--- config.mk ---
export PLATFORM = sky130hd
export DESIGN_NAME = lsu_pipe_ctl
export DESIGN_NICKNAME = d
export VERILOG_FILES = /design/src/logic/lsu_pkg.sv /design/src/logic/lsu_pipe_ctl.sv /design/src/logic/lsu_align.sv
export SDC_FILE = /design/constraint.sdc
export NUM_CORES = 1
export LEC_CHECK = 0
export ABC_CLOCK_PERIOD_IN_PS = 6900
export BUFFER_PORTS_ARGS = -buffer_cell sky130_fd_sc_hd__clkbuf_2
export CAP_MARGIN = 20
export CORE_AREA = 2 2 163 165
export CTS_BUF_LIST = sky130_fd_sc_hd__clkbuf_8
export DETAILED_ROUTE_END_ITERATION = 10
export DIE_AREA = 0 0 165 167
export HOLD_SLACK_MARGIN = 0.15
export PLACE_DENSITY = 0.63
export SYNTH_ARGS = -nofsm -noshare
export SYNTH_HDL_FRONTEND = slang
export SYNTH_SLANG_ARGS = --single-unit
export TNS_END_PERCENT = 50
--- constraint.sdc ---
create_clock -name clk -period 6.9 [get_ports clk]
set_clock_uncertainty 0.15 [all_clocks]
set_input_delay 0.345 -clock clk [delete_from_list [all_inputs] [get_ports clk]]
set_output_delay 0.345 -clock clk [all_outputs]
set_load 0.02 [all_outputs]
--- src/logic/lsu_pkg.sv ---
// Load/store pipeline types shared by the LSU modules and the testbench
package lsu_pkg;

   localparam int XLEN  = 32;
   localparam int BYTES = XLEN / 8;

   typedef enum logic {
      OP_LOAD  = 1'b0,
      OP_STORE = 1'b1
   } lsu_op_e;

   typedef enum logic [1:0] {
      SZ_BYTE = 2'd0,
      SZ_HALF = 2'd1,
      SZ_WORD = 2'd2
   } lsu_size_e;

   typedef enum logic [1:0] {
      ERR_NONE     = 2'd0,
      ERR_MISALIGN = 2'd1,
      ERR_FAULT    = 2'd2,
      ERR_BUS      = 2'd3
   } lsu_err_e;

   typedef enum logic [1:0] {
      REG_DCCM  = 2'd0,
      REG_EXT   = 2'd1,
      REG_FAULT = 2'd2   // Also used for misaligned ops
   } lsu_region_e;

   typedef struct packed {
      lsu_op_e          op;
      lsu_size_e        size;
      logic             unsign;
      logic [XLEN-1:0]  base;
      logic [11:0]      offset;
      logic [XLEN-1:0]  st_data;
   } lsu_req_t;

   typedef struct packed {
      logic              valid;
      lsu_op_e           op;
      lsu_size_e         size;
      logic              unsign;
      logic [XLEN-1:0]   addr;
      lsu_region_e       region;
      logic [XLEN-1:0]   data;
      logic [BYTES-1:0]  be;
   } lsu_pkt_t;

   typedef struct packed {
      logic [XLEN-1:0]  data;
      lsu_err_e         err;
   } lsu_rsp_t;

   typedef struct packed {
      logic [XLEN-3:0]   waddr;   // Word address
      logic [XLEN-1:0]   data;
      logic [BYTES-1:0]  be;
   } stbuf_entry_t;

endpackage
--- src/logic/lsu_pipe_ctl.sv ---
// DC1 to DC3 pipeline control, address and region decode, ready and response generation
`timescale 1ns/1ps

module lsu_pipe_ctl #(
   parameter logic [31:0] DCCM_BASE  = 32'hF004_0000,
   parameter int          DCCM_WORDS = 1024
) (
   input  logic                           clk,
   input  logic                           rst,
   input  logic                           req_valid,
   input  lsu_pkg::lsu_req_t              req,
   output logic                           req_ready,
   output logic                           rsp_valid,
   output lsu_pkg::lsu_rsp_t              rsp,
   output logic                           dc1_rd_en,
   output logic [$clog2(DCCM_WORDS)-1:0]  dc1_word,
   output lsu_pkg::lsu_pkt_t              dc2_pkt,
   input  logic [lsu_pkg::XLEN-1:0]       dc2_word_data,
   output logic                           stbuf_push,
   output lsu_pkg::stbuf_entry_t          stbuf_entry,
   input  logic                           stbuf_full,
   output logic                           bus_start,
   output lsu_pkg::lsu_pkt_t              dc3_pkt,
   input  logic                           bus_done,
   input  logic [lsu_pkg::XLEN-1:0]       bus_data,
   input  lsu_pkg::lsu_err_e              bus_err
);
   import lsu_pkg::*;

   localparam int IDX_W = $clog2(DCCM_WORDS);

   lsu_pkt_t          dc1, dc2_q, dc3_q;
   logic [XLEN-1:0]   dc1_addr;
   logic [XLEN-1:0]   ld_word_q;   // DCCM word latched at end of DC2
   logic [XLEN-1:0]   st_word, ld_data;
   logic [BYTES-1:0]  st_be;
   logic              dc3_ext, dc3_hold, bus_pend;
   lsu_err_e          dc3_err;

   function automatic logic misaligned(lsu_size_e size, logic [1:0] off);
      return (size == SZ_HALF && off[0]) || (size == SZ_WORD && off != 2'b00);
   endfunction

   // ********************
   // DC1
   // ********************
   assign dc1_addr = req.base + {{20{req.offset[11]}}, req.offset};

   always_comb begin
      dc1.valid  = req_valid & req_ready;
      dc1.op     = req.op;
      dc1.size   = req.size;
      dc1.unsign = req.unsign;
      dc1.addr   = dc1_addr;
      dc1.data   = req.st_data;   // Lanes placed in DC3
      dc1.be     = '0;
      if (misaligned(req.size, dc1_addr[1:0]))
         dc1.region = REG_FAULT;
      else if (dc1_addr[31:16] != DCCM_BASE[31:16])
         dc1.region = REG_EXT;
      else if ({18'b0, dc1_addr[15:2]} >= DCCM_WORDS)
         dc1.region = REG_FAULT;   // Past the end of the array
      else
         dc1.region = REG_DCCM;
   end

   assign dc1_rd_en = dc1.valid & (dc1.op == OP_LOAD) & (dc1.region == REG_DCCM);
   assign dc1_word  = dc1_addr[IDX_W+1:2];

   // Blocking bus ops stall intake until they leave DC3
   assign req_ready = ~((dc2_q.valid & (dc2_q.region == REG_EXT)) | dc3_ext) & ~stbuf_full;

   // ********************
   // Stage registers
   // ********************
   always_ff @(posedge clk) begin
      if (rst) begin
         dc2_q    <= '0;
         dc3_q    <= '0;
         bus_pend <= 1'b0;
      end else begin
         dc2_q <= dc1;
         if (!dc3_hold)
            dc3_q <= dc2_q;
         bus_pend <= bus_start | (bus_pend & ~bus_done);
      end
   end

   always_ff @(posedge clk) begin
      if (!dc3_hold)
         ld_word_q <= dc2_word_data;
   end

   assign dc2_pkt = dc2_q;

   // ********************
   // DC3
   // ********************
   assign dc3_ext   = dc3_q.valid & (dc3_q.region == REG_EXT);
   assign dc3_hold  = dc3_ext & ~bus_done;
   assign bus_start = dc3_ext & ~bus_pend;   // One access per op

   lsu_align u_align (
      .size        (dc3_q.size),
      .unsigned_ld (dc3_q.unsign),
      .byte_off    (dc3_q.addr[1:0]),
      .st_data     (dc3_q.data),
      .st_word     (st_word),
      .st_be       (st_be),
      .ld_word     (dc3_ext ? bus_data : ld_word_q),
      .ld_data     (ld_data)
   );

   always_comb begin
      dc3_pkt      = dc3_q;
      dc3_pkt.data = st_word;
      dc3_pkt.be   = st_be;
   end

   assign stbuf_push  = dc3_q.valid & (dc3_q.op == OP_STORE) & (dc3_q.region == REG_DCCM);
   assign stbuf_entry = '{waddr: dc3_q.addr[31:2], data: st_word, be: st_be};

   always_comb begin
      if (misaligned(dc3_q.size, dc3_q.addr[1:0]))
         dc3_err = ERR_MISALIGN;
      else if (dc3_q.region == REG_FAULT)
         dc3_err = ERR_FAULT;
      else if (dc3_ext)
         dc3_err = bus_err;
      else
         dc3_err = ERR_NONE;
   end

   assign rsp_valid = dc3_q.valid & (~dc3_ext | bus_done);
   assign rsp.err   = dc3_err;
   assign rsp.data  = (dc3_q.op == OP_LOAD && dc3_err == ERR_NONE) ? ld_data : '0;

   // Stores reach DC3 two cycles after acceptance
   a_push_room: assert property (@(posedge clk) disable iff (rst)
      stbuf_push |-> $past(!stbuf_full, 2))
      else $error("store pushed without room reserved at acceptance");

   a_dc3_stable: assert property (@(posedge clk) disable iff (rst)
      bus_pend && !bus_done |=> $stable(dc3_q))
      else $error("DC3 packet changed during bus access");

endmodule

--- src/logic/lsu_align.sv ---
// Store lane placement and load extraction with sign or zero extension
`timescale 1ns/1ps

module lsu_align (
   input  lsu_pkg::lsu_size_e         size,
   input  logic                       unsigned_ld,
   input  logic [1:0]                 byte_off,
   input  logic [lsu_pkg::XLEN-1:0]   st_data,
   output logic [lsu_pkg::XLEN-1:0]   st_word,
   output logic [lsu_pkg::BYTES-1:0]  st_be,
   input  logic [lsu_pkg::XLEN-1:0]   ld_word,
   output logic [lsu_pkg::XLEN-1:0]   ld_data
);
   import lsu_pkg::*;

   logic [XLEN-1:0] ld_shift;

   assign st_word  = st_data << {byte_off, 3'b000};   // Lanes above the size are masked by be
   assign ld_shift = ld_word >> {byte_off, 3'b000};

   always_comb begin
      case (size)
         SZ_BYTE: st_be = BYTES'(1) << byte_off;
         SZ_HALF: st_be = BYTES'(3) << byte_off;
         default: st_be = '1;
      endcase
   end

   always_comb begin
      case (size)
         SZ_BYTE: ld_data = {{24{~unsigned_ld & ld_shift[7]}}, ld_shift[7:0]};
         SZ_HALF: ld_data = {{16{~unsigned_ld & ld_shift[15]}}, ld_shift[15:0]};
         default: ld_data = ld_word;
      endcase
   end

endmodule

# Word level (Yosys, flattened, before mapping)
# Index checks and enable logic that the tools add are counted.
[word_totals]
regBits = 179
wordCells = 79
[classes]
order_cmp = 1
n_shift = 4
reduce_logical = 13
n_bitwise = 25
muxes = 10
n_eq_ne = 8
addsub = 1
[op_table]
columns = ["operator", "count"]
rows = [
  ["2-to-1 mux 32 bit", 2],
  ["one-hot mux 32 bit (2 select lines)", 1],
  ["adder 32 bit", 1],
  ["<< shifter 32 x 5 -> 32 bit", 1],
  [">> shifter 32 x 5 -> 16 bit", 1],
  ["!= test 16 bit (second input constant)", 1],
  ["AND 1 bit", 14],
  [">= comparator 14 x 11 -> 1 bit (second input constant)", 1],
  ["2-to-1 mux 2 bit", 6],
  ["equality test 2 x 1 -> 1 bit (second input constant)", 4],
  ["zero test 2 bit", 4],
  ["NOT 1 bit", 8],
  ["one-hot mux 4 bit (2 select lines)", 1],
  ["equality test 2 bit (second input constant)", 3],
  ["logical AND 1 bit", 5],
  ["nonzero test 2 bit", 2],
  ["<< shifter 1 x 2 -> 4 bit (first input constant)", 1],
  ["<< shifter 2 x 2 -> 4 bit (first input constant)", 1],
  ["bitwise OR 1 bit", 3],
  ["logical OR 1 bit", 2],
]

# Longest topological paths before layout
# Gate-level depths: netlist of the first run.
[depth]
depth_word = 8
depth_mapped = 12

# Cells and area by module
# A second synthesis of the first run with hierarchy kept.
[unflattened]
cells_unflattened = 1262
hier_area_um2 = 10093.4
[modules_own_cells]
columns = ["mod", "area_per_inst_um2", "cells_each", "instances"]
rows = [
  ["lsu_pipe_ctl", 8814.7, 1046, 1],
  ["lsu_align", 1278.7, 216, 1],
]

# Worst setup path before layout of the first run
# Ideal clock, no wire load.
[synth_path]
kind = "in2out"
from = "input port req[32] in the netlist's numbering"
to = "output port dc1_rd_en"
slack_ps = 2810
arrival_ps = 3595
required_ps = 6405
path_stages = 12
path_cell_list = "ha_1 -> fa_1 -> a211oi_1 -> o21a_1 -> nor3_2 -> o21ai_0 -> a31oi_1 -> o21ai_0 -> xor2_1 -> or4b_1 -> or4b_1 -> nor3_1"
[synth_between]
elab_chain_cells = 7
word_cells_on_any_way = 12
classes_between = "add/sub (1); order compare (1); eq/ne (1); mux (3); bitwise (1); reduce/logical (5)"
[synth_rtl]
columns = ["element", "line", "source"]
rows = [
  ["from (decl)", "lsu_pipe_ctl.sv:11", "input lsu_pkg::lsu_req_t req,"],
  ["adder 32 bit (*)", "lsu_pipe_ctl.sv:47", "assign dc1_addr = req.base + {{20{req.offset[11]}}, req.offset};"],
  [">= comparator 14 x 11 -> 1 bit or nonzero test 2 bit (tied branches)", "lsu_pipe_ctl.sv:61, lsu_pipe_ctl.sv:41", ""],
  ["2-to-1 mux 2 bit or logical AND 1 bit (tied branches)", "lsu_pipe_ctl.sv:61, lsu_pipe_ctl.sv:41", ""],
  ["2-to-1 mux 2 bit or logical OR 1 bit (tied branches)", "lsu_pipe_ctl.sv:59, lsu_pipe_ctl.sv:41", ""],
  ["2-to-1 mux 2 bit (*)", "lsu_pipe_ctl.sv:57", "if (misaligned(req.size, dc1_addr[1:0]))"],
  ["zero test 2 bit (*)", "lsu_pipe_ctl.sv:67", "assign dc1_rd_en = dc1.valid & (dc1.op == OP_LOAD) & (dc1.region == REG_DCCM);"],
  ["AND 1 bit (*)", "lsu_pipe_ctl.sv:67", ""],
  ["to (decl)", "lsu_pipe_ctl.sv:15", "output logic dc1_rd_en,"],
]
# Every way passes the cells marked *; elsewhere a longest branch is shown, timed or not.

# Worst setup path after layout of the first run
[layout_path]
from = "input port req[44] in the netlist's numbering"
to = "output port dc1_rd_en"
# The elaborated chain is that of the path after synthesis.

==> results of run 1 <==
==> cells by family after synthesis <==
kind of cell / Yosys count / share of synthesized area (%)
AO/OA/AOI/OAI: 263 / 16.2
XOR/XNOR: 29 / 2.65
adder cells (fa/ha/maj): 32 / 4.26
buffers and inverters: 193 / 12.4
flip-flops: 175 / 39.9
multiplexers: 57 / 6.19
other: 1 / 0.0391
AND/OR/NAND/NOR: 379 / 18.4
==> worst reg2reg max path, cell delays in order, from the launching register on <==
cell	delay [ns]
dfxtp_1	0.59
inv_1	0.10
nand3_1	0.39
nor2_4	0.07
inv_4	0.43
buf_4	0.68
nand2_1	0.15
a21oi_1	0.19
==> state kept, by name, indices dropped and copies added, names as in the netlist <==
name,count
bus_pend,1
dc3_q,32
dc3_pkt,39
dc2_pkt,71
ld_word_q,32
==> Yosys cell counts (all sizes together) (4+ instances only) <==
cell type | n | share of area [%]
a21oi | 143 | 7.5
a211oi | 14 | 1.1
and2 | 27 | 1.8
o31ai | 4 | 0.31
xor2 | 12 | 1.1
clkbuf | 53 | 2.1
nor2 | 54 | 2.1
inv | 13 | 0.51
nand3 | 6 | 0.31
and3 | 6 | 0.39
o22ai | 8 | 0.52
edfxtp | 32 | 10
nor3 | 8 | 0.47
o21ai | 41 | 2.1
mux2 | 8 | 0.94
nand4 | 6 | 0.39
xnor2 | 17 | 1.6
nor2b | 54 | 3.5
mux2i | 48 | 5.0
buf | 127 | 9.8
o211ai | 4 | 0.31
dfxtp | 143 | 30
o21a | 6 | 0.47
a221oi | 8 | 0.73
a21o | 15 | 1.2
nand2 | 199 | 7.8
a31oi | 5 | 0.33
nand2b | 4 | 0.26
ha | 31 | 4.0
==> routing by layer <==
layer / routed length, um / vias to the layer above / track usage, %
met2: 16200 / 373 / 39.9
met3: 2190 / 53 / 4.51
met5: 0 / - / 0
met1: 13500 / 4260 / 27.8
met4: 822 / 0 / 7.33
li1: - / 4420 / -
==> area by class of cell <==
class	count	area, um^2
flip-flops and latches	175	3830
fillers	2561	13600
well taps	335	419
clock buffers	17	234
inverters	13	51.3
clock inverters	15	194
multi-input cells	764	4600
repair buffers	492	2850
==> cell usage in the layout (no fill, tap or decap), types with 17 or more instances in the layout <==
cell and n:
edfxtp_1 32, and2_1 25, nand2_1 199, clkbuf_8 17
o21ai_0 38, clkbuf_2 410, nor2_1 52, nor2b_1 54
dfxtp_1 141, xnor2_1 17, mux2i_1 48, dlygate4sd3_1 73
a21oi_1 141, ha_1 31
==> metrics by stage <==
step | total power [mW] | instance area, um^2 | std cells | utilization [%] | hold WS [ns]
global route | 2.87 | 12200 | 1811 | 47.3 | 0.205
floorplan | 1.75 | 9600 | 1132 | - | 0.277
detailed placement | 1.96 | 11000 | 1706 | 42.8 | 0.292
global placement | 1.96 | 11000 | 1706 | 42.8 | 0.286
CTS | 2.76 | 12200 | 1811 | 47.3 | 0.155
finish | 2.74 | 12200 | 1811 | 47.3 | 0.180
==> timing repair <==
action | in CTS | in global routing
hold buffers | 73 | 0
hold endpoints to repair | 71 | 0
setup buffers | 0 | 0
setup endpoints to repair | 0 | 0
==> worst max path at each step <==
stage                           end  slack [ns]
after floorplan           dc1_rd_en        2.81
after global placement    dc1_rd_en        2.29
after detailed placement  dc1_rd_en        2.24
after CTS                 dc1_rd_en        1.73
after global routing      dc1_rd_en        1.58
final                     dc1_rd_en        1.70
==> power groups by stage <==
stage / clock (mW) / combinational, mW / sequential, mW
finish: 0.764 / 0.810 / 1.17
global route: 0.826 / 0.873 / 1.18
CTS: 0.790 / 0.809 / 1.17
detailed placement: 0 / 0.771 / 1.19
global placement: 0 / 0.769 / 1.19
floorplan: 0 / 0.527 / 1.22
==> results_dict.tcl, run 1 <==
set metrics [dict create \
    outcome "completed" \
    worstReg2RegEnd "dc3_pkt[60]" \
    htreeDepth 4 \
    hold_depth 4 \
    synth_edf_count 32 \
    first_iter_violations 737 \
    grt_pass1_vias 8843 \
    netlist_instances 1129 \
    cts-root-buf "clkbuf_8" \
    die_h_um 167 \
    arrival_ns 4.70 \
    fin_crit_sh_pct 75.3 \
    cp_max_fo 3 \
    post_drt_via_cell_ratio 5.03 \
    avgSynthCellArea_um2 8.49 \
    r2r_start "dc3_pkt[37]" \
    yosys_warnings 0 \
    num_antenna_cells 0 \
    reg2reg_setup_slack_ns 4.09 \
    netlist_area_um2 9580 \
    overflow 0 \
    combinationalPowerShare_pct 29.6 \
    slowest_stage "or4b_1" \
    ctsResizeCount 0 \
    p_int_mw 1.70 \
    power.share.clock_pct 27.9 \
    relSlewSlack_pct 41.2 \
    path_delay_family "simple AND/OR/NAND/NOR gates" \
    grtUsageTotal_pct 22.8 \
    ys_seq_area_share_pct 39.9 \
    cts_tree "done" \
    maxSlewViolCount 0 \
    fmax_mhz 192 \
    tns_ns 0 \
    yosysUniqueCellTypes 64 \
    rsz0062_at_grt "false" \
    wl_per_cell_um 18.0 \
    critPathCaptureType "primary output" \
    start_util_pct 37.2 \
    netSwitchingPower_mw 1.04 \
    hp-start "req[74]" \
    synth_seq_cells 175 \
    finalSetupViolCount 0 \
    setup.worst_path.start_class "input port" \
    grt_pass1_wl_um 48900 \
    holdPathEnd "dc2_pkt[68]" \
    crit_buf_inv 3 \
    core_area_um2 25800 \
    fp.dieW_um 165 \
    clock_sinks 175 \
    switching_share_pct 38.0 \
    critPathMaxStageDelay_ns 0.54 \
    layout-drive-gt1-share_pct 32.1 \
    worst-path-stages 15 \
    numCtsBuffers 17 \
    critPathKind "in2out" \
    synth-main-ff-cell "dfxtp_1" \
    path_cells "dlygate4sd3_1 -> clkbuf_2 -> ha_1 -> fa_1 -> a211oi_1 -> o21a_1 -> nor3_2 -> o21ai_0 -> a31oi_1 -> o21ai_0 -> xor2_1 -> or4b_1 -> or4b_1 -> nor3_1 -> clkbuf_2" \
    hold_violations 0 \
    p_leak_nw 5.58 \
    grt_start_max_net_pins 71 \
    dp_hpwl_um 24000 \
    powerDensity_nw_per_um2 225 \
    gp_congestion 0.900 \
    design.die.area_um2 27600 \
    setup_ws_ns 1.70 \
    async_reset_ff_share_pct 0 \
    dp_slack_ns 2.24 \
    startpoint "req[44]" \
    first_pass_iters 5 \
    vias 9106 \
    routed_wl_um 32700 \
    syn_to_final_growth_pct 27.0 \
    grt_antenna_before_repair 0 \
    clock_path_buffers 2 \
    io_pins 416 \
    hold_class "in2reg" \
    period_needed_ns 5.20 \
    port_buffers 411 \
    final_nets 1646 \
    clk_pin_slew_ns 0.12 \
    postRouteAntennaNets 0 \
    drcViolationCount 0 \
    rr_worst_depth 7 \
    peakVddDrop_v 0.000117 \
    row_count 59 \
    power_frac_seq_pct 42.5 \
    maxCapViolations 0 \
    cp.required_ns 6.40 \
    clk_latency_ns 0.47 \
    worst_pin_slew_ns 0.879 \
]
(Power assumes the default switching activity.)
==> inputs of run 2 (changes only) <==
Settings changed: ABC_CLOCK_PERIOD_IN_PS 6900 to 4400, PLACE_DENSITY 0.63 to 0.66.
Clock period 6.9 ns to 4.4 ns, I/O delays scaled along.
==> run 2 against run 1 <==
Clock power up 54%. Largest cell class unchanged. Via count up 1.5%. Sequential power up 56%. Highest routed layer unchanged. Sequential share of layout area down 0.33 points. Total power up 57%.
==> results_dict.tcl, run 2 (same netlist as run 1, synthesis figures left out) <==
set metrics [dict create \
    grt_pass1_vias 8701 \
    post_drt_via_cell_ratio 5.07 \
    cp.required_ns 4.03 \
    fin_cells 1823 \
    clk_latency_ns 0.48 \
    dp_cells 1710 \
    dp_slack_ns -0.0252 \
    switching_share_pct 37.8 \
    hold_depth 4 \
    fp.dieW_um 165 \
    gp_congestion 0.889 \
    tns_ns 0 \
    fin_crit_sh_pct 97.0 \
    setup.worst_path.start_class "input port" \
    final_common_cell "clkbuf_2" \
    htreeDepth 4 \
    maxCapViolations 0 \
    cp_max_fo 6 \
    num_antenna_cells 0 \
    setup_ws_ns 0.130 \
    netSwitchingPower_mw 1.62 \
    start_util_pct 37.2 \
    clock_sinks 175 \
    port_buffers 411 \
    worst_pin_slew_ns 0.901 \
    grt_antenna_before_repair 0 \
    fmax_mhz 234 \
    arrival_ns 3.90 \
    critPathCaptureType "primary output" \
    p_leak_nw 5.63 \
    power.share.clock_pct 27.6 \
    rsz0062_at_grt "false" \
    dp_hpwl_um 23300 \
    wl_per_cell_um 17.6 \
    io_pins 416 \
    rr_worst_depth 7 \
    maxSlewViolCount 0 \
    drcViolationCount 0 \
    hold_violations 0 \
    cts-root-buf "clkbuf_8" \
    postRouteAntennaNets 0 \
    overflow 0 \
    peakVddDrop_v 0.000173 \
    first_iter_violations 520 \
    syn_to_final_growth_pct 28.4 \
    grt_pass1_wl_um 48000 \
    clk_pin_slew_ns 0.11 \
    period_needed_ns 4.27 \
    combinationalPowerShare_pct 29.8 \
    clock_path_buffers 2 \
    die_h_um 167 \
    final_nets 1658 \
    powerDensity_nw_per_um2 349 \
    cts_tree "done" \
    numCtsBuffers 17 \
    total_power_mw 4.29 \
    layout-drive-gt1-share_pct 32.4 \
    grt_start_max_net_pins 82 \
    critPathKind "in2out" \
    hold_class "in2reg" \
    row_count 59 \
    finalSetupViolCount 0 \
    postCtsSetupRepairBufs 0 \
    power_frac_seq_pct 42.6 \
    final_cell_mix "clkbuf_2 (410), nand2_1 (199), dfxtp_1 (141), a21oi_1 (140), dlygate4sd3_1 (81)" \
    routed_wl_um 32100 \
    first_pass_iters 5 \
    core_area_um2 25800 \
    vias 9246 \
    design.die.area_um2 27600 \
    grtUsageTotal_pct 22.3 \
    outcome "completed" \
    largest_register_ff_count 71 \
    relSlewSlack_pct 39.7 \
    p_int_mw 2.67 \
]
-- run 2: power by group through the flow --
stage / sequential [mW] / clock (mW) / combinational, mW
2_1_floorplan: 1.91 / 0 / 0.827
3_3_place_gp: 1.87 / 0 / 1.20
3_5_place_dp: 1.87 / 0 / 1.20
4_1_cts: 1.83 / 1.22 / 1.27
5_1_grt: 1.84 / 1.29 / 1.38
6_report: 1.83 / 1.18 / 1.28
-- run 2: routing by layer --
layer / part of all wire, % / track usage [%]
met1: 41 / 27.0
met2: 50 / 39.1
met3: 6.7 / 4.68
met4: 2.5 / 7.41
met5: 0 / 0
-- run 2: worst paths after layout --
kind | slack [ns] | start | endpoint
max | 0.13 | req[64] | dc1_rd_en
min | 0.17 | req[75] | dc2_pkt[69]
max reg2reg | 1.86 | dc3_pkt[37] | dc3_pkt[72]
min reg2reg | 0.30 | dc2_pkt[6] | dc3_q[6]
-- run 2: area by class of cell --
| class | count | area (um^2) |
|---|---|---|
| Timing Repair Buffer | 504 | 2970 |
| Tap cell | 335 | 419 |
| Inverter | 13 | 51.3 |
| Multi-Input combinational cell | 764 | 4620 |
| Clock buffer | 17 | 234 |
| Clock inverter | 15 | 181 |
| Sequential cell | 175 | 3830 |
| Fill cell | 2502 | 13500 |
-- run 2: timing repair --
item	4_1_cts	5_1_grt
gates resized for setup	1	4
setup endpoints to repair	1	1
cloned	0	0
hold buffers	81	0
hold endpoints to repair	80	0
-- run 2: metrics by stage --
| step | utilization (%) | hold slack, ns | cell area [um^2] |
|---|---|---|---|
| finish | 47.8 | 0.168 | 12300 |
| floorplan | - | 0.169 | 9600 |
| global route | 47.8 | 0.163 | 12300 |
| CTS | 47.7 | 0.152 | 12300 |
| global placement | 42.9 | 0.247 | 11100 |
| detailed placement | 42.9 | 0.249 | 11100 |
-- run 2: worst max-delay path, stage by stage --
cell	delay [ns]
dlygate4sd3_1	0.53
clkbuf_2	0.11
ha_1	0.35
a21o_1	0.20
a21o_1	0.17
a21o_2	0.23
a221o_1	0.30
a21oi_1	0.15
o31a_1	0.20
xor2_1	0.26
nand4b_1	0.12
or4b_1	0.59
nor3_2	0.25
clkbuf_2	0.21
==> inputs of run 3 (changes only) <==
Settings changed: BUFFER_PORTS_ARGS -buffer_cell sky130_fd_sc_hd__clkbuf_2 to not set, CELL_PAD_IN_SITES_DETAIL_PLACEMENT set to 0, CELL_PAD_IN_SITES_GLOBAL_PLACEMENT set to 1, DONT_BUFFER_PORTS set to 1, PLACE_DENSITY 0.66 to 0.68.
==> run 3 against run 2 <==
Maximum frequency is 1.2% higher. Count of clock-buffer cells in the layout is 1 higher. First-iteration DRC count is 15% lower. Worst setup slack better by 0.050 ns. Combinational power is 28% lower.
==> results_dict.tcl, run 3 (same netlist as run 1, synthesis figures left out) <==
set metrics [dict create \
    finalSetupViolCount 0 \
    final_cell_mix "nand2_1 (199), dfxtp_1 (141), a21oi_1 (140), dlygate4sd3_1 (101), nor2b_1 (54)" \
    maxSlewViolCount 0 \
    postRouteAntennaNets 0 \
    post_drt_via_cell_ratio 5.31 \
    setup.worst_path.start_class "input port" \
    outcome "completed" \
    power.share.clock_pct 28.4 \
    largest_register_ff_count 71 \
    fp.dieW_um 165 \
    fmax_mhz 237 \
    power_frac_seq_pct 48.8 \
    gp_congestion 0.833 \
    final_nets 1290 \
    io_pins 416 \
    clock_sinks 175 \
    grt_start_max_net_pins 124 \
    vias 7725 \
    numCtsBuffers 17 \
    peakVddDrop_v 0.000159 \
    powerDensity_nw_per_um2 383 \
    hold_violations 0 \
    hold_class "in2reg" \
    hp-start "req[69]" \
    combinationalPowerShare_pct 22.8 \
    cp_max_fo 6 \
    port_buffers 0 \
    critPathCaptureType "primary output" \
    layout-drive-gt1-share_pct 8.39 \
    drcViolationCount 0 \
    final_util_pct 41.2 \
    p_leak_nw 4.05 \
    grtUsageTotal_pct 21.4 \
    dp_hpwl_um 22100 \
    overflow 0 \
    die_h_um 167 \
    row_count 59 \
    period_needed_ns 4.22 \
    final_common_cell "nand2_1" \
    tns_ns 0 \
    startpoint "req[59]" \
    relSlewSlack_pct 15.8 \
    postCtsSetupRepairBufs 0 \
    clk_latency_ns 0.45 \
    core_area_um2 25800 \
    critPathKind "in2out" \
    arrival_ns 3.85 \
    cts_tree "done" \
    grt_pass1_vias 7507 \
    first_pass_iters 5 \
    cp.required_ns 4.03 \
    grt_pass1_wl_um 45300 \
    cts-root-buf "clkbuf_8" \
    dp_slack_ns 0.142 \
    start_util_pct 37.2 \
    rsz0062_at_grt "false" \
    design.die.area_um2 27600 \
    htreeDepth 4 \
    fill_cells 2638 \
    routed_wl_um 30500 \
    maxCapViolations 0 \
    syn_to_final_growth_pct 10.8 \
    r2r_start "dc3_pkt[37]" \
    worst_pin_slew_ns 1.25 \
    switching_share_pct 36.5 \
    setup_ws_ns 0.181 \
    grt_antenna_before_repair 0 \
    fin_crit_sh_pct 95.9 \
    wl_per_cell_um 21.0 \
    netSwitchingPower_mw 1.49 \
    clk_pin_slew_ns 0.08 \
    first_iter_violations 444 \
    clock_path_buffers 2 \
    p_int_mw 2.58 \
    num_antenna_cells 0 \
]
run 3: changes by cell type in the layout (fill, tap and decap cells not counted), sizes merged:
cell,change
bufinv,+1
clkbuf,-409
inv,-4
clkinv,+2
dlygate4sd3,+20
buf,+22
run 3: layout make-up:
class	instances	area (um^2)	share of cell area, %
Tap cell	335	419	3.95
Clock inverter	14	155	1.46
Multi-Input combinational cell	764	4620	43.5
Sequential cell	175	3830	36.0
Timing Repair Buffer	136	1290	12.2
Inverter	13	51.3	0.483
Clock buffer	18	248	2.33
run 3: final timing paths:
path,end,slack [ns],depth (start not counted)
max reg2reg,dc3_q[14],1.34,8
max,dc1_rd_en,0.18,13
min reg2reg,dc3_q[33],0.31,2
min,dc2_pkt[63],0.21,3
run 3: power groups by stage:
stage	clock network (mW)	registers (mW)	logic (mW)
2_1_floorplan	0	1.91	0.827
3_3_place_gp	0	2.03	0.806
3_5_place_dp	0	2.03	0.805
4_1_cts	1.20	1.99	0.924
5_1_grt	1.26	2.01	1.02
6_report	1.16	1.99	0.927
run 3: critical path, cell delays in order:
cell,delay [ns]
dlygate4sd3_1,0.55
ha_1,0.36
nand2_1,0.09
o21a_1,0.18
o2111ai_1,0.11
or3_1,0.38
and2_4,0.16
a41oi_2,0.19
xnor2_1,0.13
or4b_1,0.52
or4b_1,0.56
nor3_2,0.21
buf_4,0.19
run 3: stage by stage:
stage | total power [mW] | cells | instance area, um^2 | hold WS (ns)
after floorplan | 2.74 | 1132 | 9600 | 0.169
after CTS | 4.12 | 1455 | 10600 | 0.160
after detailed placement | 2.83 | 1321 | 9160 | 0.149
final | 4.07 | 1455 | 10600 | 0.208
after global routing | 4.28 | 1455 | 10600 | 0.186
after global placement | 2.84 | 1321 | 9160 | 0.148
run 3: layer usage:
layer | vias up | global-route usage [%] | part of all wire, %
met3 | 32 | 6.23 | 8.2
met1 | 3671 | 25.1 | 40
met4 | 0 | 5.56 | 1.7
li1 | 3711 | - | -
met5 | - | 0 | 0
met2 | 311 | 37.6 | 50
run 3: timing repair:
action | CTS | global route
endpoints found under the hold margin | 159 | 0
gates resized for setup | 0 | 4
hold buffers | 102 | 0
setup endpoints to repair | 0 | 1
